<file path="config.mk">
export PLATFORM = sky130hd
export DESIGN_NAME = store_buffer
export DESIGN_NICKNAME = d
export VERILOG_FILES = /design/src/dcache_pkg.sv /design/src/store_buffer.sv
export SDC_FILE = /design/constraint.sdc
export NUM_CORES = 1
export LEC_CHECK = 0
export BUFFER_PORTS_ARGS = -buffer_cell sky130_fd_sc_hd__buf_2
export CORE_MARGIN = 3
export CORE_UTILIZATION = 60
export DETAILED_ROUTE_END_ITERATION = 10
export GPL_TIMING_DRIVEN = 0
export MAX_ROUTING_LAYER = met4
export PLACE_DENSITY = 0.79
export SLEW_MARGIN = 20
export SYNTH_ARGS = -nofsm -noshare
export SYNTH_HDL_FRONTEND = slang
export SYNTH_SLANG_ARGS = --single-unit
</file>
<file path="constraint.sdc">
create_clock -name clock -period 6.8 [get_ports clock]
set_input_delay 0.68 -clock clock [delete_from_list [all_inputs] [get_ports clock]]
set_output_delay 0.68 -clock clock [all_outputs]
set_load 0.05 [all_outputs]
</file>
<file path="src/dcache_pkg.sv">
`default_nettype none

package dcache_pkg;

   // --------------------
   // Plain vector types
   // --------------------
   typedef logic [31:0] word_t;
   typedef logic [31:0] byte_addr_t;
   typedef logic [29:0] word_addr_t;
   // Bit 3 is the lowest byte address (big-endian)
   typedef logic [3:0]  byte_en_t;
   typedef logic [5:0]  opcode_t;

   // MIPS major opcodes handled by the memory stage
   localparam opcode_t OP_LB  = 6'h20;
   localparam opcode_t OP_LH  = 6'h21;
   localparam opcode_t OP_LW  = 6'h23;
   localparam opcode_t OP_LBU = 6'h24;
   localparam opcode_t OP_LHU = 6'h25;
   localparam opcode_t OP_SB  = 6'h28;
   localparam opcode_t OP_SH  = 6'h29;
   localparam opcode_t OP_SW  = 6'h2B;

   // --------------------
   // Cache geometry
   // --------------------
   // 8 words per line, 32 lines per way, 4 ways
   localparam int WORD_INDEX_BITS = 3;
   localparam int LINE_INDEX_BITS = 5;
   localparam int WAY_BITS        = 2;
   // Only the low 1 MiB is cached
   localparam int CACHEABLE_BITS  = 20;
   localparam int TAG_BITS = CACHEABLE_BITS - LINE_INDEX_BITS - WORD_INDEX_BITS - 2;

   typedef logic [WORD_INDEX_BITS-1:0] word_index_t;
   typedef logic [LINE_INDEX_BITS-1:0] line_index_t;
   typedef logic [WAY_BITS-1:0]        way_t;
   typedef logic [TAG_BITS-1:0]        tag_t;

   // Miss handling FSM
   typedef enum logic [1:0] {
      S_IDLE,
      S_DRAIN,
      S_FILL_REQ,
      S_FILL
   } ctrl_state_t;

endpackage

`default_nettype wire

</file>
<file path="src/store_buffer.sv">
`timescale 1ns/100ps
`default_nettype none

module store_buffer
   import dcache_pkg::*;
#(
   parameter int SB_DEPTH_BITS = 3
) (
   input  logic       clock,
   input  logic       reset,
   input  logic       push,
   input  word_addr_t push_address,
   input  word_t      push_data,
   input  byte_en_t   push_byteena,
   input  logic       pop,
   output logic       full,
   output logic       empty,
   output word_addr_t head_address,
   output word_t      head_data,
   output byte_en_t   head_byteena
);

   localparam int DEPTH = 1 << SB_DEPTH_BITS;

   word_addr_t               address_q [DEPTH];
   word_t                    data_q    [DEPTH];
   byte_en_t                 byteena_q [DEPTH];
   logic [SB_DEPTH_BITS-1:0] wr_ptr;
   logic [SB_DEPTH_BITS-1:0] rd_ptr;
   logic [SB_DEPTH_BITS-1:0] wr_ptr_next;

   // One slot stays empty, so full and empty need no extra bit
   assign wr_ptr_next = wr_ptr + 1'b1;
   assign empty = wr_ptr == rd_ptr;
   assign full  = wr_ptr_next == rd_ptr;

   // --------------------
   // Pointers
   // --------------------
   always_ff @(posedge clock) begin
      if (reset) begin
         wr_ptr <= '0;
         rd_ptr <= '0;
      end else begin
         if (push)
            wr_ptr <= wr_ptr_next;
         if (pop)
            rd_ptr <= rd_ptr + 1'b1;
      end
   end

   // Entry storage
   always_ff @(posedge clock) begin
      if (push) begin
         address_q[wr_ptr] <= push_address;
         data_q[wr_ptr]    <= push_data;
         byteena_q[wr_ptr] <= push_byteena;
      end
   end

   // Oldest store feeds the memory write port
   assign head_address = address_q[rd_ptr];
   assign head_data    = data_q[rd_ptr];
   assign head_byteena = byteena_q[rd_ptr];

   // Full stores must have been restarted upstream
   a_no_overflow: assert property (@(posedge clock) disable iff (reset)
      push |-> !full);

   a_no_underflow: assert property (@(posedge clock) disable iff (reset)
      pop |-> !empty);

endmodule

`default_nettype wire

</file>
==> results.py <==
metrics = {
    "outcome": {
        "status": "finished clean",
    },
    "clock_network": {
        "ctsResizeCount": 0,
        "cts_htree_levels": 2,
        "clk_pin_slew_ns": 0.06,
        "cts_sinks": 537,
        "ctsHoldBuffers": 0,
        "worstSkewPairLatency_ns": 0.55,
        "postCtsSetupRepairBufs": 0,
        "cts-buffers-inserted": 51,
        "cts_buffer_depth": 3,
        "clockRootBuffer": "clkbuf_16",
        "cts_tree": "done",
    },
    "placed_design": {
        "dpl_cell_area_sq_mm": 0.0221,
        "dp_hpwl_um": 25000,
        "gp_congestion": 0.750,
        "io_buffers": 137,
    },
    "logic_synthesis": {
        "synth.distinct_cells": 21,
        "syn_avg_cell_area_sq_um": 25.0,
        "synthTopCellsByCount": "edfxtp_1 (528), mux4_2 (132), mux2_2 (66)",
        "ys_ff_latch": 537,
        "synth_top_area_share_pct": 78.4,
        "syn_inst": 810,
        "ys_warn_count": 0,
        "ys_top_cells_by_area": "edfxtp_1 (78%), mux4_2 (15%), mux2_2 (3.7%)",
        "yosysMostFrequentCell": "edfxtp_1",
        "ys.flop_type": "edfxtp_1",
        "yosysTopAreaCell": "edfxtp_1",
        "async_flop_share_pct": 0,
        "synth-edff-count": 528,
        "syn_nets": 882,
        "yosysSeqAreaShare_pct": 79.3,
        "synthesis.area_sq_mm": 0.0202,
    },
    "setup_path": {
        "cp_num_buf_inv": 4,
        "crit_chain": "clkbuf_1 -> clkbuf_1 -> buf_2 -> mux4_2 -> mux2_2 -> buf_2",
        "cp.required_ns": 6.12,
        "arrival_ns": 3.04,
        "criticalPathCategory": "flop to output port",
        "cp_max_fo": 10,
        "worstSetupEndpointType": "output port",
        "cp_slowest_cell": "clkbuf_1",
        "start_kind": "flop",
        "critical_path.top_delay_family": "buffers and inverters",
        "max_stage_delay_ns": 0.55,
        "r2r_slack_ns": 4.55,
    },
    "sta": {
        "slew_violations": 0,
        "hold_viol": 0,
        "period_needed_ns": 3.72,
        "tightest_slew_ns": 0.900,
        "finalCritPeriodShare_pct": 54.6,
        "skew_ns": 0.0192,
        "rsz0062_at_grt": "false",
        "fmax_mhz": 269,
        "setup_tns_ns": 0,
        "finalSetupViolCount": 0,
        "relSlewSlack_pct": 40.0,
    },
    "power": {
        "p_per_area_mw_per_mm2": 301,
        "leakage_nw": 7.67,
        "finalPower_w": 0.00716,
        "vdd_drop_max_mv": 0.197,
    },
    "cells_and_area": {
        "utilization_pct": 72.2,
        "nets": 1110,
        "design_area_sq_mm": 0.0237,
        "n_fill_cell": 1862,
        "drive_above_1_share_pct": 43.6,
        "area_growth_pct": 17.4,
    },
    "worst_hold_path": {
        "hold_path.class": "input pin to flop",
    },
    "global_routing": {
        "grt_pass1_wl_um": 60800,
        "grt_pass1_vias": 9767,
        "grt_overflow": 0,
        "grt_max_degree": 22,
        "grtUsageTotal_pct": 23.6,
        "antenna_found_initial": 7,
    },
    "floorplan": {
        "die_h_um": 190,
        "ios": 138,
        "fp.dieW_um": 190,
        "core_area_sq_mm": 0.0329,
        "start_util_pct": 61.6,
        "die_area_sq_mm": 0.0360,
        "num_rows": 66,
    },
    "detailed_routing": {
        "wire_per_inst_um": 26.2,
        "wirelength_um": 40000,
        "drc": 0,
        "firstDrtPassIters": 5,
        "drt.antenna.violating_nets": 0,
        "drt_iter0_drc": 793,
        "vias": 9272,
        "viasPerCell": 6.07,
    },
    "flow_run": {
        "cap_violations": 0,
    },
}
==> layer usage <==
metal	vias to the layer above	GRT usage (%)	part of all wire, %
li1	3951	-	-
met1	4862	33.3	41
met2	390	36.9	49
met3	69	4.11	7.4
met4	0	6.43	2.3
met5	-	-	0
==> state kept, by name, indices dropped and copies added (netlist names), named ones only <==
name / cells
rd_ptr: 3
address_q: 240
wr_ptr: 3
byteena_q: 32
data_q: 256
==> power by group <==
group          internal [W]  leakage (nW)  total, W  switching, W
combinational      0.000269          2.03  0.000752      0.000482
clock               0.00157         0.776   0.00268       0.00111
sequential          0.00371          4.87   0.00372     0.0000182
total               0.00554          7.67   0.00716       0.00161
==> placed cells by master, fill, tap and decap left out, types with 3 or more instances in the layout <==
master / instances
clkinv_1: 10
bufinv_16: 3
xnor2_1: 4
diode_2: 8
buf_2: 150
nand2b_1: 4
dfxtp_1: 9
buf_4: 18
mux2_2: 66
nor2_4: 6
clkbuf_16: 53
clkbuf_1: 32
buf_12: 8
clkinv_2: 6
edfxtp_1: 528
mux4_2: 132
nor2_1: 4
clkbuf_8: 3
a21oi_1: 3
buf_16: 11
buf_6: 10
==> layout make-up <==
type / instances / area (sq um) / share of cell area, %
Timing Repair Buffer: 175 / 1290 / 5.45
Sequential cell: 537 / 16000 / 67.5
Clock inverter: 19 / 158 / 0.664
Antenna cell: 8 / 20.0 / 0.0843
Tap cell: 442 / 553 / 2.33
Clock buffer: 73 / 1430 / 6.03
Buffer: 38 / 226 / 0.954
Multi-Input combinational cell: 235 / 4030 / 17.0
==> path summary, 6_finish.rpt <==
kind,start,to,cells past startpoint
setup / recovery,flop,head_data[28],6
hold / removal,reset,wr_ptr[2]$_SDFFE_PP0P_,2
setup reg to reg,wr_ptr[2]$_SDFFE_PP0P_,byteena_q[2][2]$_DFFE_PP_,5
hold reg to reg,wr_ptr[0]$_SDFFE_PP0P_,wr_ptr[0]$_SDFFE_PP0P_,2
==> logic make-up after synthesis <==
group	Yosys count	share of synthesized area (%)
AND/OR/NAND/NOR	22	0.526
buffers and inverters	38	1.12
XOR/XNOR	6	0.334
adder cells (fa/ha/maj)	2	0.124
AO/OA/AOI/OAI	5	0.173
flip-flops	537	79.3
multiplexers	200	18.5
==> worst reg2reg max path, cell delays in order, from the launching register on <==
cell	delay, ns
dfxtp_1	0.30
clkbuf_1	0.22
nand2b_1	0.29
nor2_4	0.64
buf_12	0.27
buf_12	0.21
==> metrics by stage <==
stage	setup WS, ns	cells	hold WS, ns
6_report	3.08	1527	0.395
5_1_grt	2.95	1526	0.386
4_1_cts	3.04	1519	0.367
3_5_place_dp	3.63	1427	0.541
3_3_place_gp	-3.78	1389	0.523
2_1_floorplan	0.952	810	0.492
Note: power is estimated with default switching activity, not from simulation.
