<file path="src/dcache_pkg.sv">
`default_nettype none

package dcache_pkg;

   // --------------------
   // Plain vector types
   // --------------------
   typedef logic [31:0] word_t;
   typedef logic [31:0] byte_addr_t;
   typedef logic [29:0] word_addr_t;
   // Bit 3 is the lowest byte address (big-endian)
   typedef logic [3:0]  byte_en_t;
   typedef logic [5:0]  opcode_t;

   // MIPS major opcodes handled by the memory stage
   localparam opcode_t OP_LB  = 6'h20;
   localparam opcode_t OP_LH  = 6'h21;
   localparam opcode_t OP_LW  = 6'h23;
   localparam opcode_t OP_LBU = 6'h24;
   localparam opcode_t OP_LHU = 6'h25;
   localparam opcode_t OP_SB  = 6'h28;
   localparam opcode_t OP_SH  = 6'h29;
   localparam opcode_t OP_SW  = 6'h2B;

   // --------------------
   // Cache geometry
   // --------------------
   // 8 words per line, 32 lines per way, 4 ways
   localparam int WORD_INDEX_BITS = 3;
   localparam int LINE_INDEX_BITS = 5;
   localparam int WAY_BITS        = 2;
   // Only the low 1 MiB is cached
   localparam int CACHEABLE_BITS  = 20;
   localparam int TAG_BITS = CACHEABLE_BITS - LINE_INDEX_BITS - WORD_INDEX_BITS - 2;

   typedef logic [WORD_INDEX_BITS-1:0] word_index_t;
   typedef logic [LINE_INDEX_BITS-1:0] line_index_t;
   typedef logic [WAY_BITS-1:0]        way_t;
   typedef logic [TAG_BITS-1:0]        tag_t;

   // Miss handling FSM
   typedef enum logic [1:0] {
      S_IDLE,
      S_DRAIN,
      S_FILL_REQ,
      S_FILL
   } ctrl_state_t;

endpackage

`default_nettype wire

</file>
<file path="src/dcache_ctrl.sv">
`timescale 1ns/100ps
`default_nettype none

module dcache_ctrl
   import dcache_pkg::*;
(
   input  logic        clock,
   input  logic        reset,
   input  logic        req_valid,
   input  opcode_t     req_opcode,
   input  byte_addr_t  req_address,
   input  word_t       req_store_data,
   output logic        resp_valid,
   output logic        resp_restart,
   output logic        mem_read,
   output logic        mem_write,
   output word_addr_t  mem_address,
   output word_t       mem_writedata,
   output byte_en_t    mem_byteenable,
   input  logic        mem_waitrequest,
   input  logic        mem_readdatavalid,
   input  logic        hit,
   input  way_t        hit_way,
   output tag_t        lookup_tag,
   output word_index_t lookup_word,
   output line_index_t lookup_index,
   output logic        cache_write,
   output way_t        fill_way,
   output line_index_t fill_index,
   output word_index_t fill_word,
   output tag_t        fill_tag,
   output logic        tag_invalidate,
   output logic        tag_write,
   output opcode_t     load_op,
   output logic [1:0]  load_byte,
   output opcode_t     store_op,
   output logic [1:0]  store_byte,
   output word_t       store_data,
   output word_addr_t  store_address,
   output logic        sb_push,
   output logic        sb_pop,
   input  logic        sb_full,
   input  logic        sb_empty,
   input  word_addr_t  sb_address,
   input  word_t       sb_data,
   input  byte_en_t    sb_byteena
);

   // Byte address split  | tag | line | word | byte |
   localparam int LINE_LSB = WORD_INDEX_BITS + 2;
   localparam int TAG_LSB  = LINE_LSB + LINE_INDEX_BITS;
   localparam int PAD_BITS = $bits(word_addr_t) - (CACHEABLE_BITS - 2);

   ctrl_state_t state;
   logic        x_valid;
   opcode_t     x_opcode;
   byte_addr_t  x_address;
   word_t       x_store_data;
   line_index_t x_index;
   logic        x_load;
   logic        x_store;
   logic        load_miss;
   logic        fill_conflict;
   logic        store_ok;
   logic        issue_write;
   logic        issue_fill;
   logic        tag_written;
   logic        start_fill;
   logic [32:0] lfsr;

   // --------------------
   // Lookup stage
   // --------------------
   always_ff @(posedge clock) begin
      if (reset)
         x_valid <= 1'b0;
      else
         x_valid <= req_valid;
   end

   always_ff @(posedge clock) begin
      x_opcode     <= req_opcode;
      x_address    <= req_address;
      x_store_data <= req_store_data;
   end

   // Tag RAM is addressed straight from the request
   assign lookup_index = req_address[TAG_LSB-1:LINE_LSB];
   assign lookup_tag   = x_address[CACHEABLE_BITS-1:TAG_LSB];
   assign lookup_word  = x_address[LINE_LSB-1:2];
   assign x_index      = x_address[TAG_LSB-1:LINE_LSB];

   assign x_load  = x_valid && (x_opcode inside {OP_LB, OP_LH, OP_LW, OP_LBU, OP_LHU});
   assign x_store = x_valid && (x_opcode inside {OP_SB, OP_SH, OP_SW});
   assign load_miss = x_load && !hit;

   // A store to the line being fetched would be lost under the fill data
   // Tags still show the old line in the cycle after the last beat
   assign fill_conflict = (state == S_FILL_REQ || state == S_FILL || tag_written) &&
                          lookup_tag == fill_tag && x_index == fill_index;
   assign store_ok = x_store && !sb_full && !fill_conflict;

   // Write-through, no-write-allocate
   assign sb_push     = store_ok;
   assign cache_write = store_ok && hit;

   assign store_op      = x_opcode;
   assign store_byte    = x_address[1:0];
   assign store_data    = x_store_data;
   assign store_address = {{PAD_BITS{1'b0}}, x_address[CACHEABLE_BITS-1:2]};

   // --------------------
   // Access stage
   // --------------------
   always_ff @(posedge clock) begin
      if (reset) begin
         resp_valid   <= 1'b0;
         resp_restart <= 1'b0;
      end else begin
         resp_valid   <= (x_load && hit) || store_ok;
         resp_restart <= load_miss || (x_store && !store_ok);
      end
   end

   // Steers the load extraction during the data read
   always_ff @(posedge clock) begin
      load_op   <= x_opcode;
      load_byte <= x_address[1:0];
   end

   // --------------------
   // Miss FSM
   // --------------------
   // Victim way is cleared for as long as the drain lasts
   assign tag_invalidate = state == S_DRAIN;
   assign tag_write = state == S_FILL && mem_readdatavalid && &fill_word;

   // No new fill while the tag read still predates the last one
   assign start_fill = state == S_IDLE && load_miss && !tag_written;

   always_ff @(posedge clock) begin
      if (reset)
         tag_written <= 1'b0;
      else
         tag_written <= tag_write;
   end

   always_ff @(posedge clock) begin
      if (reset) begin
         state     <= S_IDLE;
         lfsr      <= '0;
         fill_word <= '0;
      end else begin
         lfsr <= {lfsr[31:0], ~lfsr[32] ^ lfsr[19]};
         case (state)
            S_IDLE:
               if (start_fill)
                  state <= S_DRAIN;
            S_DRAIN:
               if (sb_empty)
                  state <= S_FILL_REQ;
            S_FILL_REQ:
               if (issue_fill)
                  state <= S_FILL;
            S_FILL:
               // Word counter wraps back to zero after the last beat
               if (mem_readdatavalid) begin
                  fill_word <= fill_word + 1'b1;
                  if (&fill_word)
                     state <= S_IDLE;
               end
            default:
               state <= S_IDLE;
         endcase
      end
   end

   // Line to fetch, latched on the miss that starts it
   always_ff @(posedge clock) begin
      if (start_fill) begin
         fill_tag   <= lookup_tag;
         fill_index <= x_index;
         fill_way   <= lfsr[WAY_BITS-1:0];
      end
   end

   // --------------------
   // Memory port
   // --------------------
   // Stores always go first so a fill sees every earlier write
   assign issue_write = !mem_waitrequest && !sb_empty;
   assign issue_fill  = !mem_waitrequest && sb_empty && state == S_FILL_REQ;
   assign sb_pop      = issue_write;

   always_ff @(posedge clock) begin
      if (reset) begin
         mem_read  <= 1'b0;
         mem_write <= 1'b0;
      end else if (!mem_waitrequest) begin
         mem_write <= issue_write;
         mem_read  <= issue_fill;
      end
   end

   always_ff @(posedge clock) begin
      if (issue_write) begin
         mem_address    <= sb_address;
         mem_writedata  <= sb_data;
         mem_byteenable <= sb_byteena;
      end else if (issue_fill) begin
         mem_address <= {{PAD_BITS{1'b0}}, fill_tag, fill_index, {WORD_INDEX_BITS{1'b0}}};
      end
   end

   // Only one memory command at a time
   a_mem_excl: assert property (@(posedge clock) disable iff (reset)
      !(mem_read && mem_write));

   // Each request slot carries a single answer
   a_resp_excl: assert property (@(posedge clock) disable iff (reset)
      !(resp_valid && resp_restart));

   // The victim way stays invalid until its tag is written
   a_no_victim_hit: assert property (@(posedge clock) disable iff (reset)
      (state == S_FILL && x_valid && hit && x_index == fill_index) |-> hit_way != fill_way);

endmodule

`default_nettype wire

</file>
<file path="config.mk">
export PLATFORM = sky130hd
export DESIGN_NAME = dcache_ctrl
export DESIGN_NICKNAME = d
export VERILOG_FILES = /design/src/dcache_pkg.sv /design/src/dcache_ctrl.sv
export SDC_FILE = /design/constraint.sdc
export NUM_CORES = 1
export LEC_CHECK = 0
export BUFFER_PORTS_ARGS = -buffer_cell sky130_fd_sc_hd__buf_4
export CAP_MARGIN = 5
export CORE_MARGIN = 3
export CORE_UTILIZATION = 39
export CTS_CLUSTER_SIZE = 8
export DETAILED_ROUTE_END_ITERATION = 10
export HOLD_SLACK_MARGIN = 0.06
export PLACE_DENSITY = 0.8
export SYNTH_ARGS = -nofsm -noshare
export SYNTH_HDL_FRONTEND = slang
export SYNTH_SLANG_ARGS = --single-unit
</file>
<file path="constraint.sdc">
create_clock -name clock -period 2.9 [get_ports clock]
set_clock_uncertainty 0.15 [all_clocks]
set_input_delay 0.435 -clock clock [delete_from_list [all_inputs] [get_ports clock]]
set_output_delay 0.435 -clock clock [all_outputs]
set_load 0.1 [all_outputs]
</file>
==> flow_summary_export.csv <==
group,metric,value,unit
status,status,"complete, no violations",
pwr,pwr-share-comb,22.7,%
logic_synthesis,synth_top_area_cell,"edfxtp_1",
finish,drive_above_1_share,48.5,%
clock_tree,cts_tree,"done",
sta,final.setup.tns,0,ns
sta,setup_viol,0,
drt,route.detailed.wl_per_inst,18.2,µm
logic_synthesis,post_synth_and_or_nand_nor_area_fraction,8.72,%
sta,finalCritPeriodShare,96.1,%
clock_tree,htreeDepth,4,
place,gp_congestion,0.816,
drt,wirelength,17800,µm
critical_path,arrival,2.20,ns
global_route,grt_start_max_net_pins,47,
critical_path,critPathRequiredTime,2.32,ns
place,placed_area,8470,µm²
critical_path,cp-start-kind,"flop",
hold_path,min_from,"sb_full",
pwr,p_leak,4.36,nW
critical_path,crit_family,"simple AND/OR/NAND/NOR gates",
floorplanning,io_pins,337,
pwr,power_density,672,nW/µm²
critical_path,path_max_fanout,3,
logic_synthesis,synth_top_family_by_area,"simple AND/OR/NAND/NOR gates",
floorplanning,dieArea,16900,µm²
logic_synthesis,synth_top_area_share,41.5,%
sta,rsz0062_at_grt,"no",
logic_synthesis,async_flop_share,0,%
logic_synthesis,seq_area_frac_synth,78.1,%
clock_tree,numCtsBuffers,17,
job,maxCapViolations,0,
pwr,power_frac_clock,32.7,%
global_route,grt_pass1_wl,25100,µm
critical_path,slowest_stage,"or4_4",
logic_synthesis,synth-edff-count,83,
sta,hold_viol_final,0,
critical_path,reg2reg_setup_slack,0.84,ns
sta,hold_ws,0.143,ns
logic_synthesis,synthXorXnorAreaFrac,2.48,%
sta,max_clock_freq,359,MHz
drt,viasPerCell,4.50,
logic_synthesis,synth_compound_area_share,1.83,%
hold_path,whs_path_depth,2,
logic_synthesis,synth.avg_cell_area,16.2,µm²
critical_path,worstRegToRegCells,9,
global_route,gr-usage-all-layers,19.8,%
floorplanning,rows,44,
drt,drc,0,
pwr,p_switching,0.00224,W
drt,ant_nets,0,
logic_synthesis,synthesis.area,6010,µm²
drt,vias,4400,
critical_path,path_common_cell,"buf_6",
logic_synthesis,netlist_top_cells_area,"edfxtp_1, dfxtp_1, buf_4, nor2b_1, mux2_2",
logic_synthesis,yosysMostFrequentCell,"dfxtp_1",
clock_tree,path_clk_slew,0.07,ns
critical_path,path_cells,"inv_2, ha_2, nor3_2, or4_4, nor4_4, buf_6, nor4b_4, buf_6",
hold_path,hold_path.class,"in2reg",
place,dp_hpwl,11900,µm
logic_synthesis,syn_inst,372,
logic_synthesis,muxShareOfSynthArea,2.98,%
critical_path,critPathMaxStageDelay,0.55,ns
critical_path,path_buf_inv,3,
pwr,power.internal,0.00449,W
pwr,ir_worst_vdd,0.429,mV
finish,area_delta_synth_final,66.7,%
clock_tree,clockBufferDepth,2,
drt,drt_iter0_markers,185,
place,port-buffer-count,310,
critical_path,rr_endpoint,"resp_restart$_SDFF_PP0_",
critical_path,end_kind,"primary output",
place,dp.cells,847,
hold_path,min_to,"resp_valid$_SDFF_PP0_",
floorplanning,die_w,130,µm
floorplanning,initial_core_util,40.6,%
global_route,grt_pass1_vias,4641,
logic_synthesis,yosys.cell_types.count,37,
floorplanning,fp.dieH,130,µm
sta,drv_slew,0,
clock_tree,clock_sinks,193,
critical_path,worstSetupPathType,"reg2out",
logic_synthesis,ys_seq_elements,193,
floorplanning,core-area,14800,µm²
finish,final_net_count,931,
drt,dr.pass1.iters,4,
pwr,netSwitchingFraction,33.3,%
clock_tree,ctsRootBufferMaster,"clkbuf_16",
global_route,grt_overflow,0,
logic_synthesis,synthTopCellsByCount,"dfxtp_1, edfxtp_1, nor2b_1",
clock_tree,clk_latency,0.42,ns
critical_path,reg2reg_from,"state[0]$_SDFFE_PP0P_",
logic_synthesis,synthAdderAreaFrac,1.25,%
pwr,sequentialPowerShare,44.7,%
logic_synthesis,synth_warnings,0,
sta,period_needed,2.79,ns
global_route,antenna_found_initial,2,
finish,fin_cells,978,
finish,final_cell_area,10000,µm²
logic_synthesis,ys.flop_type,"dfxtp_1",
==> per-stage QoR <==
step / utilization [%] / total power [W] / worst slack, ns
6_report: 67.6 / 0.00674 / 0.114
5_1_grt: 67.6 / 0.00695 / 0.0365
4_1_cts: 67.5 / 0.00676 / 0.0118
3_5_place_dp: 57.2 / 0.00448 / 0.359
3_3_place_gp: 57.2 / 0.00446 / 0.411
2_1_floorplan: - / 0.00413 / -0.202
==> worst max-delay path by stage <==
stage	startpoint	endpoint	slack [ns]	depth (start not counted)
after floorplan	x_address[16]$_DFF_P_	cache_write	-0.20	4
after global placement	state[0]$_SDFFE_PP0P_	cache_write	0.41	8
after detailed placement	state[0]$_SDFFE_PP0P_	cache_write	0.36	8
after CTS	state[0]$_SDFFE_PP0P_	cache_write	0.01	8
after global routing	state[0]$_SDFFE_PP0P_	cache_write	0.04	8
final	state[0]$_SDFFE_PP0P_	cache_write	0.11	8
==> cells in the final DEF (no fill, tap or decap), drive strengths merged, types with 2 or more instances in the layout <==
cell type,netlist,layout
and2,15,15
buf,30,320
nand2b,3,3
edfxtp,83,83
nor2,5,5
inv,5,13
a21oi,6,6
nand4,3,3
nor3,3,3
diode,0,2
nand3,3,3
ha,6,6
clkinv,0,6
dlygate4sd3,0,95
clkbuf,8,18
nand3b,2,2
dfxtp,110,110
nand2,5,5
xnor2,12,12
nor2b,36,36
conb,1,12
mux2,15,15
xor2,5,5
==> registers in the layout, summed over array words and instances, names as in the netlist, 2 cells and up <==
name,flops
mem_address,30
load_byte,2
x_address,20
fill_index,5
mem_writedata,32
fill_tag,10
fill_way,2
store_op,6
fill_word,3
state,2
store_data,32
mem_byteenable,4
load_op,6
lfsr,33
==> logic make-up (layout without fill, tap and decap cells) <==
| group | after synthesis | after routing |
|---|---|---|
| AOI/OAI and AO/OA | 15 | 15 |
| xor gates and xnor gates | 17 | 17 |
| adders and majority gates | 6 | 6 |
| buffers and inverters | 43 | 452 |
| DFF | 193 | 193 |
| muxes | 16 | 16 |
| other | 1 | 14 |
| and+or+nand+nor | 81 | 81 |
==> layer usage <==
metal	vias up	GRT usage (%)	part of all wire (%)
met4	0	8.56	2.6
met5	-	0	0
met2	188	36.9	55
met1	2121	20.3	34
li1	2056	-	-
met3	35	6.02	7.5
==> power by group through the flow <==
stage	registers (W)	clock network (W)	logic (W)
2_1_floorplan	0.00380	0	0.000329
3_5_place_dp	0.00307	0	0.00141
6_report	0.00301	0.00220	0.00153
5_1_grt	0.00302	0.00236	0.00157
3_3_place_gp	0.00306	0	0.00140
4_1_cts	0.00301	0.00224	0.00152
==> what timing repair did <==
action	in CTS	in global routing
endpoints found under the hold margin	95	0
gates resized for setup	4	4
pin swaps	0	1
setup buffers	1	1
hold buffers	95	0
endpoints found under the setup margin	2	2
==> final cells by class <==
cell class / instances / area [µm²]
Antenna cell: 2 / 5.00
Clock buffer: 18 / 439
Clock inverter: 14 / 120
Fill cell: 999 / 4790
Inverter: 5 / 18.8
Multi-Input combinational cell: 147 / 1140
Sequential cell: 193 / 4700
Tap cell: 184 / 230
Timing Repair Buffer: 415 / 3360
Note: power is estimated with default switching activity, not from simulation.
