==> src/dcache_pkg.sv <==
`default_nettype none

package dcache_pkg;

   // --------------------
   // Plain vector types
   // --------------------
   typedef logic [31:0] word_t;
   typedef logic [31:0] byte_addr_t;
   typedef logic [29:0] word_addr_t;
   // Bit 3 is the lowest byte address (big-endian)
   typedef logic [3:0]  byte_en_t;
   typedef logic [5:0]  opcode_t;

   // MIPS major opcodes handled by the memory stage
   localparam opcode_t OP_LB  = 6'h20;
   localparam opcode_t OP_LH  = 6'h21;
   localparam opcode_t OP_LW  = 6'h23;
   localparam opcode_t OP_LBU = 6'h24;
   localparam opcode_t OP_LHU = 6'h25;
   localparam opcode_t OP_SB  = 6'h28;
   localparam opcode_t OP_SH  = 6'h29;
   localparam opcode_t OP_SW  = 6'h2B;

   // --------------------
   // Cache geometry
   // --------------------
   // 8 words per line, 32 lines per way, 4 ways
   localparam int WORD_INDEX_BITS = 3;
   localparam int LINE_INDEX_BITS = 5;
   localparam int WAY_BITS        = 2;
   // Only the low 1 MiB is cached
   localparam int CACHEABLE_BITS  = 20;
   localparam int TAG_BITS = CACHEABLE_BITS - LINE_INDEX_BITS - WORD_INDEX_BITS - 2;

   typedef logic [WORD_INDEX_BITS-1:0] word_index_t;
   typedef logic [LINE_INDEX_BITS-1:0] line_index_t;
   typedef logic [WAY_BITS-1:0]        way_t;
   typedef logic [TAG_BITS-1:0]        tag_t;

   // Miss handling FSM
   typedef enum logic [1:0] {
      S_IDLE,
      S_DRAIN,
      S_FILL_REQ,
      S_FILL
   } ctrl_state_t;

endpackage

`default_nettype wire

==> src/dcache_align.sv <==
`timescale 1ns/100ps
`default_nettype none

module dcache_align
   import dcache_pkg::*;
(
   input  opcode_t    store_op,
   input  logic [1:0] store_byte,
   input  word_t      store_data,
   output word_t      store_lanes,
   output byte_en_t   store_byteena,
   input  opcode_t    load_op,
   input  logic [1:0] load_byte,
   input  word_t      read_word,
   output word_t      load_result
);

   logic [15:0] load_half;
   logic [7:0]  load_bits;

   // --------------------
   // Store lanes
   // --------------------
   // Replicate narrow data so the enables alone pick the lane
   always_comb begin
      case (store_op)
         OP_SB: begin
            store_lanes   = {4{store_data[7:0]}};
            store_byteena = 4'b1000 >> store_byte;
         end
         OP_SH: begin
            store_lanes   = {2{store_data[15:0]}};
            // Big-endian, offset 0 is the upper half
            store_byteena = store_byte[1] ? 4'b0011 : 4'b1100;
         end
         default: begin
            store_lanes   = store_data;
            store_byteena = 4'b1111;
         end
      endcase
   end

   // --------------------
   // Load extraction
   // --------------------
   assign load_half = load_byte[1] ? read_word[15:0] : read_word[31:16];
   assign load_bits = load_byte[0] ? load_half[7:0] : load_half[15:8];

   always_comb begin
      case (load_op)
         OP_LB:   load_result = {{24{load_bits[7]}}, load_bits};
         OP_LBU:  load_result = {24'h0, load_bits};
         OP_LH:   load_result = {{16{load_half[15]}}, load_half};
         OP_LHU:  load_result = {16'h0, load_half};
         // Full word, also the don't-care value on stores
         default: load_result = read_word;
      endcase
   end

endmodule

`default_nettype wire

==> config.mk <==
export PLATFORM = sky130hd
export DESIGN_NAME = dcache_align
export DESIGN_NICKNAME = d
export VERILOG_FILES = /design/src/dcache_pkg.sv /design/src/dcache_align.sv
export SDC_FILE = /design/constraint.sdc
export NUM_CORES = 1
export LEC_CHECK = 0
export BUFFER_PORTS_ARGS = -buffer_cell sky130_fd_sc_hd__buf_2
export CORE_UTILIZATION = 40
export DETAILED_ROUTE_END_ITERATION = 12
export GPL_TIMING_DRIVEN = 0
export PLACE_DENSITY = 0.89
export SLEW_MARGIN = 5
export SYNTH_ARGS = -nofsm -noshare
export SYNTH_HDL_FRONTEND = slang
export SYNTH_SLANG_ARGS = --single-unit
==> constraint.sdc <==
create_clock -name vclk -period 3.6
set_input_delay 0.18 -clock vclk [all_inputs]
set_output_delay 0.18 -clock vclk [all_outputs]
set_load 0.01 [all_outputs]
==> results of run 1 <==
[report_power, final]
| part | switching [mW] | internal (mW) | total, mW | leakage, nW |
|---|---|---|---|---|
| clock network | 0 | 0 | 0 | 0 |
| registers | 0 | 0 | 0 | 0 |
| logic | 0.127 | 0.125 | 0.252 | 1.08 |
| total | 0.127 | 0.125 | 0.252 | 1.08 |
[cells by family (layout without fill, tap and decap cells)]
family,count (synthesis),count (layout),synth area share
AOI/OAI and AO/OA,42,42,0.222
and+or+nand+nor,75,75,0.286
muxes,41,41,0.380
buffers and inverters,27,174,0.112
[metal layers]
metal | wire [µm] | global-route usage | up-vias
li1 | - | - | 983
met1 | 2150 | 0.344 | 950
met2 | 2780 | 0.535 | 116
met3 | 439 | 0.0299 | 10
met4 | 80 | 0.0598 | 0
met5 | 0 | 0 | -
[how the worst max path moves through the flow]
stage,endpoint,depth (start not counted)
global route,load_result[21],6
global placement,load_result[21],6
CTS,load_result[17],6
floorplan,load_result[17],5
detailed placement,load_result[17],6
finish,load_result[21],6
[tightest hold or removal path: cells and delay by family]
kind / cells / cell delay (ns)
buf+inv: 2 / 0.21
compound gates: 1 / 0.05
simple gates: 1 / 0.04
[placed cells by master, fill, tap and decap left out, drive strengths merged]
cell type  Yosys  final
inv            3      3
o32a           1      1
nor2b          2      2
nor3b          2      2
o21bai         1      1
nand2         22     22
nor2          14     14
nor4           3      3
nand4          3      3
o31ai          5      5
clkbuf         8      8
buf           16    163
a2bb2oi        3      3
nand3         10     10
o21ai         21     21
or2            1      1
a211oi         6      6
nor3           9      9
mux4           5      5
o22ai          3      3
o211ai         1      1
nor4b          1      1
nand2b         6      6
or4b           1      1
mux2          36     36
a21oi          1      1
nand4bb        1      1
[area by class of cell]
type               count  share of cell area
repair buffers       147               0.342
inverters              3             0.00523
well taps             44              0.0256
plain buffers         24              0.0657
multi-input cells    158               0.562
[through the flow]
| stage | utilization | setup slack [ns] | hold WS (ns) | instances | power (mW) |
|---|---|---|---|---|---|
| finish | 0.683 | 1.67 | 0.660 | 376 | 0.252 |
| global route | 0.683 | 1.61 | 0.676 | 376 | 0.271 |
| CTS | 0.683 | 1.70 | 0.660 | 376 | 0.251 |
| detailed placement | 0.683 | 1.70 | 0.658 | 376 | 0.250 |
| global placement | 0.683 | 1.74 | 0.658 | 376 | 0.245 |
| floorplan | - | 2.07 | 0.452 | 185 | 0.134 |
[cells in the mapped netlist, drive strengths merged]
cell and number:
a211oi 6, a21oi 1, a2bb2oi 3, buf 16, clkbuf 8, inv 3, mux2 36, mux4 5
nand2 22, nand2b 6, nand3 10, nand4 3, nand4bb 1, nor2 14, nor2b 2, nor3 9
nor3b 2, nor4 3, nor4b 1, o211ai 1, o21ai 21, o21bai 1, o22ai 3, o31ai 5
o32a 1, or2 1, or4b 1
==> flow_metrics.env, run 1 <==
export IMPL_detail_route_antenna_nets=0
export IMPL_status="completed"
export IMPL_rsz0062_at_grt="false"
export IMPL_drtIter0Drc=74
export IMPL_vias=2059
export IMPL_cpMaxStageDelayCell="nor4b_4"
export IMPL_slew_violations=0
export IMPL_die_w_um=60.4
export IMPL_min_from="read_word[30]"
export IMPL_seqCellArea_um2=0
export IMPL_cp_data_required_time_ns=3.42
export IMPL_yosysTopAreaCellShare=0.298
export IMPL_power_density_nw_per_um2=117
export IMPL_dp_hpwl_um=4610
export IMPL_crit_buf_inv=3
export IMPL_die_y_um=60.4
export IMPL_routedWlPerCell_um=14.5
export IMPL_first_pass_iters=4
export IMPL_cap_viol_max_count=0
export IMPL_fin_setup_tns_ns=0
export IMPL_crit_family="simple AND/OR/NAND/NOR gates"
export IMPL_antenna_cells=0
export IMPL_area_delta_synth_final_pct=58.0
export IMPL_via_per_inst=5.48
export IMPL_cellLeakagePower_nw=1.08
export IMPL_crit_top_cell="buf_2"
export IMPL_whs_endpoint="load_result[30]"
export IMPL_period_minus_slack_ns=1.93
export IMPL_critPathMaxFanout=10
export IMPL_ioPinCount=148
export IMPL_routed_wirelength_um=5450
export IMPL_yosys_warnings=0
export IMPL_grt_overflow_total=0
export IMPL_ir_worst_vdd_v=0.0000668
export IMPL_seq_cell_count=0
export IMPL_setup_violations=0
export IMPL_finalHoldViolCount=0
export IMPL_post_cts_buffers=0
export IMPL_grt_start_max_net_pins=11
export IMPL_grt_pass1_wl_um=8070
export IMPL_crit_path_start="load_op[3]"
export IMPL_cp_arrival_ns=1.75
export IMPL_multiInputGateArea_um2=1210
export IMPL_initial_core_util=0.432
export IMPL_yosysTopAreaCell="mux2_2"
export IMPL_tightest_slew_ns=0.631
export IMPL_n_clock_buffer=0
export IMPL_ys_seq_area_frac=0
export IMPL_coreArea_um2=3150
export IMPL_fmax_mhz=518
export IMPL_timing_slew_headroom=0.577
export IMPL_design_area_um2=2150
export IMPL_fp_row_count=20
export IMPL_slowest_delay_ns=0.55
export IMPL_nets=414
export IMPL_layout_drive_gt1_share=0.639
export IMPL_cts_resized=0
export IMPL_path_cells="buf_2, nor4b_4, o211ai_2, clkbuf_1, o21ai_0, buf_2"
export IMPL_hold_class="primary input to output pin"
export IMPL_drc=0
export IMPL_ctsHoldBuffers=0
export IMPL_start_kind="primary input"
export IMPL_whs_path_depth=4
export IMPL_antenna_found_initial=0
export IMPL_routabilityCongestion=0.859
export IMPL_min_period_over_period=0.537
export IMPL_grt_pass1_vias=1810
export IMPL_synthDistinctLibCells=32
export IMPL_synthTopCellsByArea="mux2_2, mux4_2, o21ai_0, nand2_1, buf_4"
export IMPL_syn_num_nets=265
export IMPL_dieArea_um2=3640
export IMPL_final_fill_count=305
export IMPL_syn_inst=185
export IMPL_cp_end_kind="output pin"
export IMPL_synth_area_um2=1360
export IMPL_place_area_um2=2150
export IMPL_portBuffers=147
export IMPL_crit_type="primary input to output pin"
export IMPL_synth_avg_cell_area_um2=7.37
export IMPL_track_usage=0.284
(Power assumes the default switching activity.)
==> run 2: changes to the inputs <==
--- a/config.mk
+++ b/config.mk
@@ -5,11 +5,12 @@
 export SDC_FILE = /design/constraint.sdc
 export NUM_CORES = 1
 export LEC_CHECK = 0
+export ABC_AREA = 1
 export BUFFER_PORTS_ARGS = -buffer_cell sky130_fd_sc_hd__buf_2
-export CORE_UTILIZATION = 40
+export CORE_UTILIZATION = 35
 export DETAILED_ROUTE_END_ITERATION = 12
 export GPL_TIMING_DRIVEN = 0
-export PLACE_DENSITY = 0.89
+export PLACE_DENSITY = 0.79
 export SLEW_MARGIN = 5
 export SYNTH_ARGS = -nofsm -noshare
 export SYNTH_HDL_FRONTEND = slang
==> constraint.sdc (replaced) <==
create_clock -name vclk -period 1.7
set_input_delay 0.085 -clock vclk [all_inputs]
set_output_delay 0.085 -clock vclk [all_outputs]
set_load 0.01 [all_outputs]
==> run 2 against run 1 <==
  * Synthesized cell count increased by 59%
  * Hold slack got worse by 0.21 ns
  * Power increased by 120%
  * Combinational power increased by 120%
  * Critical path type unchanged
  * Worst setup slack got worse by 1.2 ns
  * Global-route usage decreased by 3.4 points
  * Sequential cell count unchanged
  * Via count increased by 20%
  * Non-clock buffer count unchanged
  * Design area increased by 8.8%
  * Wire length increased by 13%
==> flow_metrics.env, run 2 <==
export IMPL_multiInputGateArea_um2=1300
export IMPL_grt_pass1_vias=2146
export IMPL_timing_slew_headroom=0.740
export IMPL_synth_xor_area_frac=0
export IMPL_tightest_slew_ns=0.389
export IMPL_synth_compound_area_frac=0
export IMPL_yosysMostFrequentCell="nand2_1"
export IMPL_routed_wirelength_um=6180
export IMPL_drtIter0Drc=152
export IMPL_grt_pass1_wl_um=9180
export IMPL_die_w_um=68.6
export IMPL_layout_commonest_cell="buf_2"
export IMPL_synth_avg_cell_area_um2=5.26
export IMPL_cp_arrival_ns=1.18
export IMPL_synth_simple_area_share=0.839
export IMPL_syn_num_nets=375
export IMPL_min_period_over_period=0.744
export IMPL_synth_area_um2=1550
export IMPL_seq_cell_count=0
export IMPL_yosysTopAreaCellShare=0.317
export IMPL_routabilityCongestion=0.904
export IMPL_finalHoldViolCount=0
export IMPL_fmax_mhz=790
export IMPL_cp_data_required_time_ns=1.62
export IMPL_place_area_um2=2340
export IMPL_antenna_found_initial=0
export IMPL_period_minus_slack_ns=1.27
export IMPL_cts_resized=0
export IMPL_total_power_uw=552
export IMPL_dieArea_um2=4700
export IMPL_syn_inst=295
export IMPL_grt_start_max_net_pins=11
export IMPL_via_per_inst=5.05
export IMPL_dp_hpwl_um=5130
export IMPL_synth_adder_area_share=0
export IMPL_die_y_um=68.6
export IMPL_cap_viol_max_count=0
export IMPL_post_cts_buffers=0
export IMPL_power_density_nw_per_um2=236
export IMPL_final_fill_count=453
export IMPL_grt_overflow_total=0
export IMPL_slew_violations=0
export IMPL_layout_common_cells="buf_2, nand2_1, nand3_1, nand3_2, buf_4"
export IMPL_routedWlPerCell_um=12.6
export IMPL_ys_seq_area_frac=0
export IMPL_whs_path_depth=4
export IMPL_track_usage=0.250
export IMPL_area_delta_synth_final_pct=51.2
export IMPL_n_clock_buffer=0
export IMPL_portBuffers=146
export IMPL_synthTopCellsByArea="nand2_1, nand3_1, nand3_2, buf_4, buf_2"
export IMPL_yosys_warnings=0
export IMPL_ctsHoldBuffers=0
export IMPL_setup_violations=0
export IMPL_path_cells="buf_2, or2_1, nor2_2, nand3_1, nand3_1, buf_2"
export IMPL_start_kind="primary input"
export IMPL_antenna_cells=0
export IMPL_first_pass_iters=4
export IMPL_synth_top_family_by_area="simple AND/OR/NAND/NOR gates"
export IMPL_crit_family="simple AND/OR/NAND/NOR gates"
export IMPL_hold_class="primary input to output pin"
export IMPL_coreArea_um2=4120
export IMPL_detail_route_antenna_nets=0
export IMPL_crit_buf_inv=2
export IMPL_critPathMaxFanout=9
export IMPL_synthDistinctLibCells=18
export IMPL_ys_top_cells_by_count="nand2_1, nand3_1, nand3_2"
export IMPL_ir_worst_vdd_v=0.000120
export IMPL_drc=0
export IMPL_yosysTopAreaCell="nand2_1"
export IMPL_rsz0062_at_grt="false"
export IMPL_crit_cells=6
export IMPL_layout_drive_gt1_share=0.488
export IMPL_timing_hold_ws_ns=0.453
export IMPL_seqCellArea_um2=0
export IMPL_fin_setup_tns_ns=0
export IMPL_nets=523
export IMPL_ioPinCount=148
export IMPL_cpMaxStageDelayCell="nor2_2"
export IMPL_synthMuxAreaShare=0
export IMPL_status="completed"
export IMPL_crit_type="primary input to output pin"
export IMPL_vias=2480
export IMPL_design_area_um2=2340
export IMPL_cp_end_kind="output pin"
export IMPL_fp_row_count=23
export IMPL_cellLeakagePower_nw=1.53
export IMPL_slowest_delay_ns=0.32
export IMPL_initial_core_util=0.377
## run 2: cell types whose count changed after synthesis, moves of 12 or more
cell | before | now
nand2_1 | 22 | 131
nand3_1 | 10 | 85
mux2_2 | 36 | 0
nand3_2 | 0 | 23
o21ai_0 | 21 | 0
nor2_1 | 14 | 2
## run 2: metal layers
| metal | GRT usage | wire length, µm | vias to the layer above |
|---|---|---|---|
| met4 | 0.0469 | 43 | 0 |
| met1 | 0.280 | 2400 | 1100 |
| met3 | 0.0247 | 532 | 4 |
| met5 | 0 | 0 | - |
| li1 | - | - | 1259 |
| met2 | 0.500 | 3210 | 117 |
## run 2: cells by family (layout without fill, tap and decap cells)
kind of cell / Yosys count / in the layout
simple gates: 255 / 255
buf+inv: 40 / 186
## run 2: power breakdown
part	internal, mW	leakage (nW)	total, mW	switching (mW)
logic	0.243	1.53	0.552	0.309
registers	0	0	0	0
clock network	0	0	0	0
## run 2: metrics by stage
step                cells  utilization  worst slack (ns)
global placement      491        0.569             0.447
detailed placement    491        0.569             0.426
global route          491        0.569             0.329
finish                491        0.569             0.435
CTS                   491        0.569             0.427
floorplan             295            -             0.796
## run 2: area by class of cell
cell class,count,share of cell area
multi-input combinational,255,0.555
buffer,25,0.0796
inverter,15,0.0272
tap,50,0.0267
timing repair buffer,146,0.312
## run 2: final timing paths
kind                       start              end
setup / recovery     store_op[1]  store_lanes[14]
hold / removal    store_data[21]  store_lanes[21]
==> run 3: changes to the inputs <==
==> constraint.sdc (replaced) <==
create_clock -name vclk -period 1
set_input_delay 0.05 -clock vclk [all_inputs]
set_output_delay 0.05 -clock vclk [all_outputs]
set_load 0.01 [all_outputs]
==> run 3 against run 2 <==
  * Core utilization is 32 points higher
  * Sequential cell count unchanged
  * The flow now finishes with violations (setup timing)
  * Critical path depth is 1 higher
  * Largest cell class unchanged
  * Final cell count is 6.3% higher
  * Via count up 31%
  * Hold slack lost 0.059 ns
  * Critical endpoint is now store_lanes[29]
  * First-iteration DRC count is 74% higher
==> flow_metrics.env, run 3 (synthesis gave the netlist of run 2 again) <==
export IMPL_final_fill_count=202
export IMPL_clkPwrFrac=0
export IMPL_ir_worst_vdd_v=0.000271
export IMPL_coreArea_um2=4120
export IMPL_antenna_found_initial=0
export IMPL_p_seq_frac=0
export IMPL_drc=0
export IMPL_power_density_nw_per_um2=410
export IMPL_critPathMaxFanout=5
export IMPL_stdcell_count=522
export IMPL_dieArea_um2=4700
export IMPL_fp_row_count=23
export IMPL_dp_slack_ns=-0.204
export IMPL_rsz0062_at_grt="true"
export IMPL_initial_core_util=0.377
export IMPL_area_delta_synth_final_pct=135
export IMPL_grt_pass1_vias=2461
export IMPL_p_sw_frac=0.526
export IMPL_place_inst=491
export IMPL_slowest_delay_ns=0.22
export IMPL_grt_pass1_wl_um=11100
export IMPL_die_w_um=68.6
export IMPL_grt_start_max_net_pins=11
export IMPL_hold_class="primary input to output pin"
export IMPL_path_cells="buf_6, nor2_4, nand4_4, buf_4, nand2_1, nand3_2, buf_6"
export IMPL_internal_power_uw=709
export IMPL_cap_viol_max_count=0
export IMPL_routabilityCongestion=0.904
export IMPL_slew_violations=0
export IMPL_setup_violations=47
export IMPL_switchingPower_uw=785
export IMPL_cp_arrival_ns=1.05
export IMPL_comb_power_share=1.000
export IMPL_cellLeakagePower_nw=2.00
export IMPL_track_usage=0.307
export IMPL_violations="setup timing"
export IMPL_place_area_um2=2340
export IMPL_seq_cell_count=0
export IMPL_tightest_slew_ns=0.265
export IMPL_layout_drive_gt1_share=0.701
export IMPL_fin_setup_tns_ns=-2.49
export IMPL_status="finished, violations left"
export IMPL_die_y_um=68.6
export IMPL_crit_type="primary input to output pin"
export IMPL_n_clock_buffer=0
export IMPL_routed_wirelength_um=10700
export IMPL_portBuffers=146
export IMPL_drtIter0Drc=265
export IMPL_min_period_over_period=1.10
export IMPL_first_pass_iters=6
export IMPL_grt_overflow_total=0
export IMPL_dp_hpwl_um=5130
export IMPL_fmax_mhz=907
export IMPL_antenna_cells=0
export IMPL_crit_top_cell="buf_6"
export IMPL_seqCellArea_um2=0
export IMPL_ctsHoldBuffers=0
export IMPL_timing_slew_headroom=0.823
export IMPL_multiInputGateArea_um2=1810
export IMPL_timing_hold_ws_ns=0.393
export IMPL_cpMaxStageDelayCell="buf_4"
export IMPL_cp_end_kind="output pin"
export IMPL_start_kind="primary input"
export IMPL_finalHoldViolCount=0
export IMPL_design_area_um2=3650
export IMPL_period_minus_slack_ns=1.10
export IMPL_nets=554
export IMPL_routedWlPerCell_um=20.5
export IMPL_cp_data_required_time_ns=0.95
export IMPL_via_per_inst=6.22
export IMPL_detail_route_antenna_nets=0
export IMPL_fin_ws_ns=-0.103
export IMPL_layout_commonest_cell="buf_2"
export IMPL_ioPinCount=148
export IMPL_layout_common_cells="buf_2, nand2_1, buf_6, nand3_2, nand3_1"
export IMPL_vias=3248
## run 3: changes by cell type in the layout (fill, tap and decap cells not counted), moves of 10 or more
cell / delta
nand2_1: -42
nand3_2: +29
nand3_1: -39
nand3_4: +10
buf_6: +58
buf_4: +19
nand2_2: +34
buf_2: -64
## run 3: what timing repair did
| action | in CTS | in global routing |
|---|---|---|
| pin swaps | 23 | 40 |
| buffers inserted | 13 | 8 |
| cloned | 5 | 7 |
| resized for setup | 94 | 128 |
| endpoints found under the setup margin | 58 | 60 |
## run 3: power groups by stage
stage	combinational, mW	clock (mW)	sequential (mW)
final	1.49	0	0
after global routing	1.58	0	0
after CTS	1.16	0	0
after detailed placement	0.935	0	0
after global placement	0.925	0	0
after floorplan	0.515	0	0
## run 3: metrics by stage
| stage | total power [mW] | utilization |
|---|---|---|
| final | 1.49 | 0.886 |
| after global routing | 1.58 | 0.886 |
| after CTS | 1.16 | 0.718 |
| after detailed placement | 0.935 | 0.569 |
| after global placement | 0.925 | 0.569 |
| after floorplan | 0.515 | - |
## run 3: critical path: cells and delay by family
kind | cells | cell delay, ns
and+or+nand+nor | 4 | 0.55
buffers and inverters | 3 | 0.45
## run 3: path summary, 6_finish.rpt
check                      start  depth (start not counted)  slack, ns         endpoint
setup / recovery     store_op[4]                          7      -0.10  store_lanes[29]
hold / removal    store_data[17]                          4       0.39  store_lanes[17]
## run 3: area by class of cell
type	count	share of cell area
multi-input cells	258	0.497
repair buffers	175	0.389
plain buffers	24	0.0741
inverters	15	0.0230
well taps	50	0.0172
## run 3: routing by layer
metal	wire [µm]	global-route usage	share of wire
met1	3250	0.328	0.30
met2	5310	0.565	0.50
met3	1250	0.0658	0.12
met4	893	0.148	0.083
met5	0	0	0
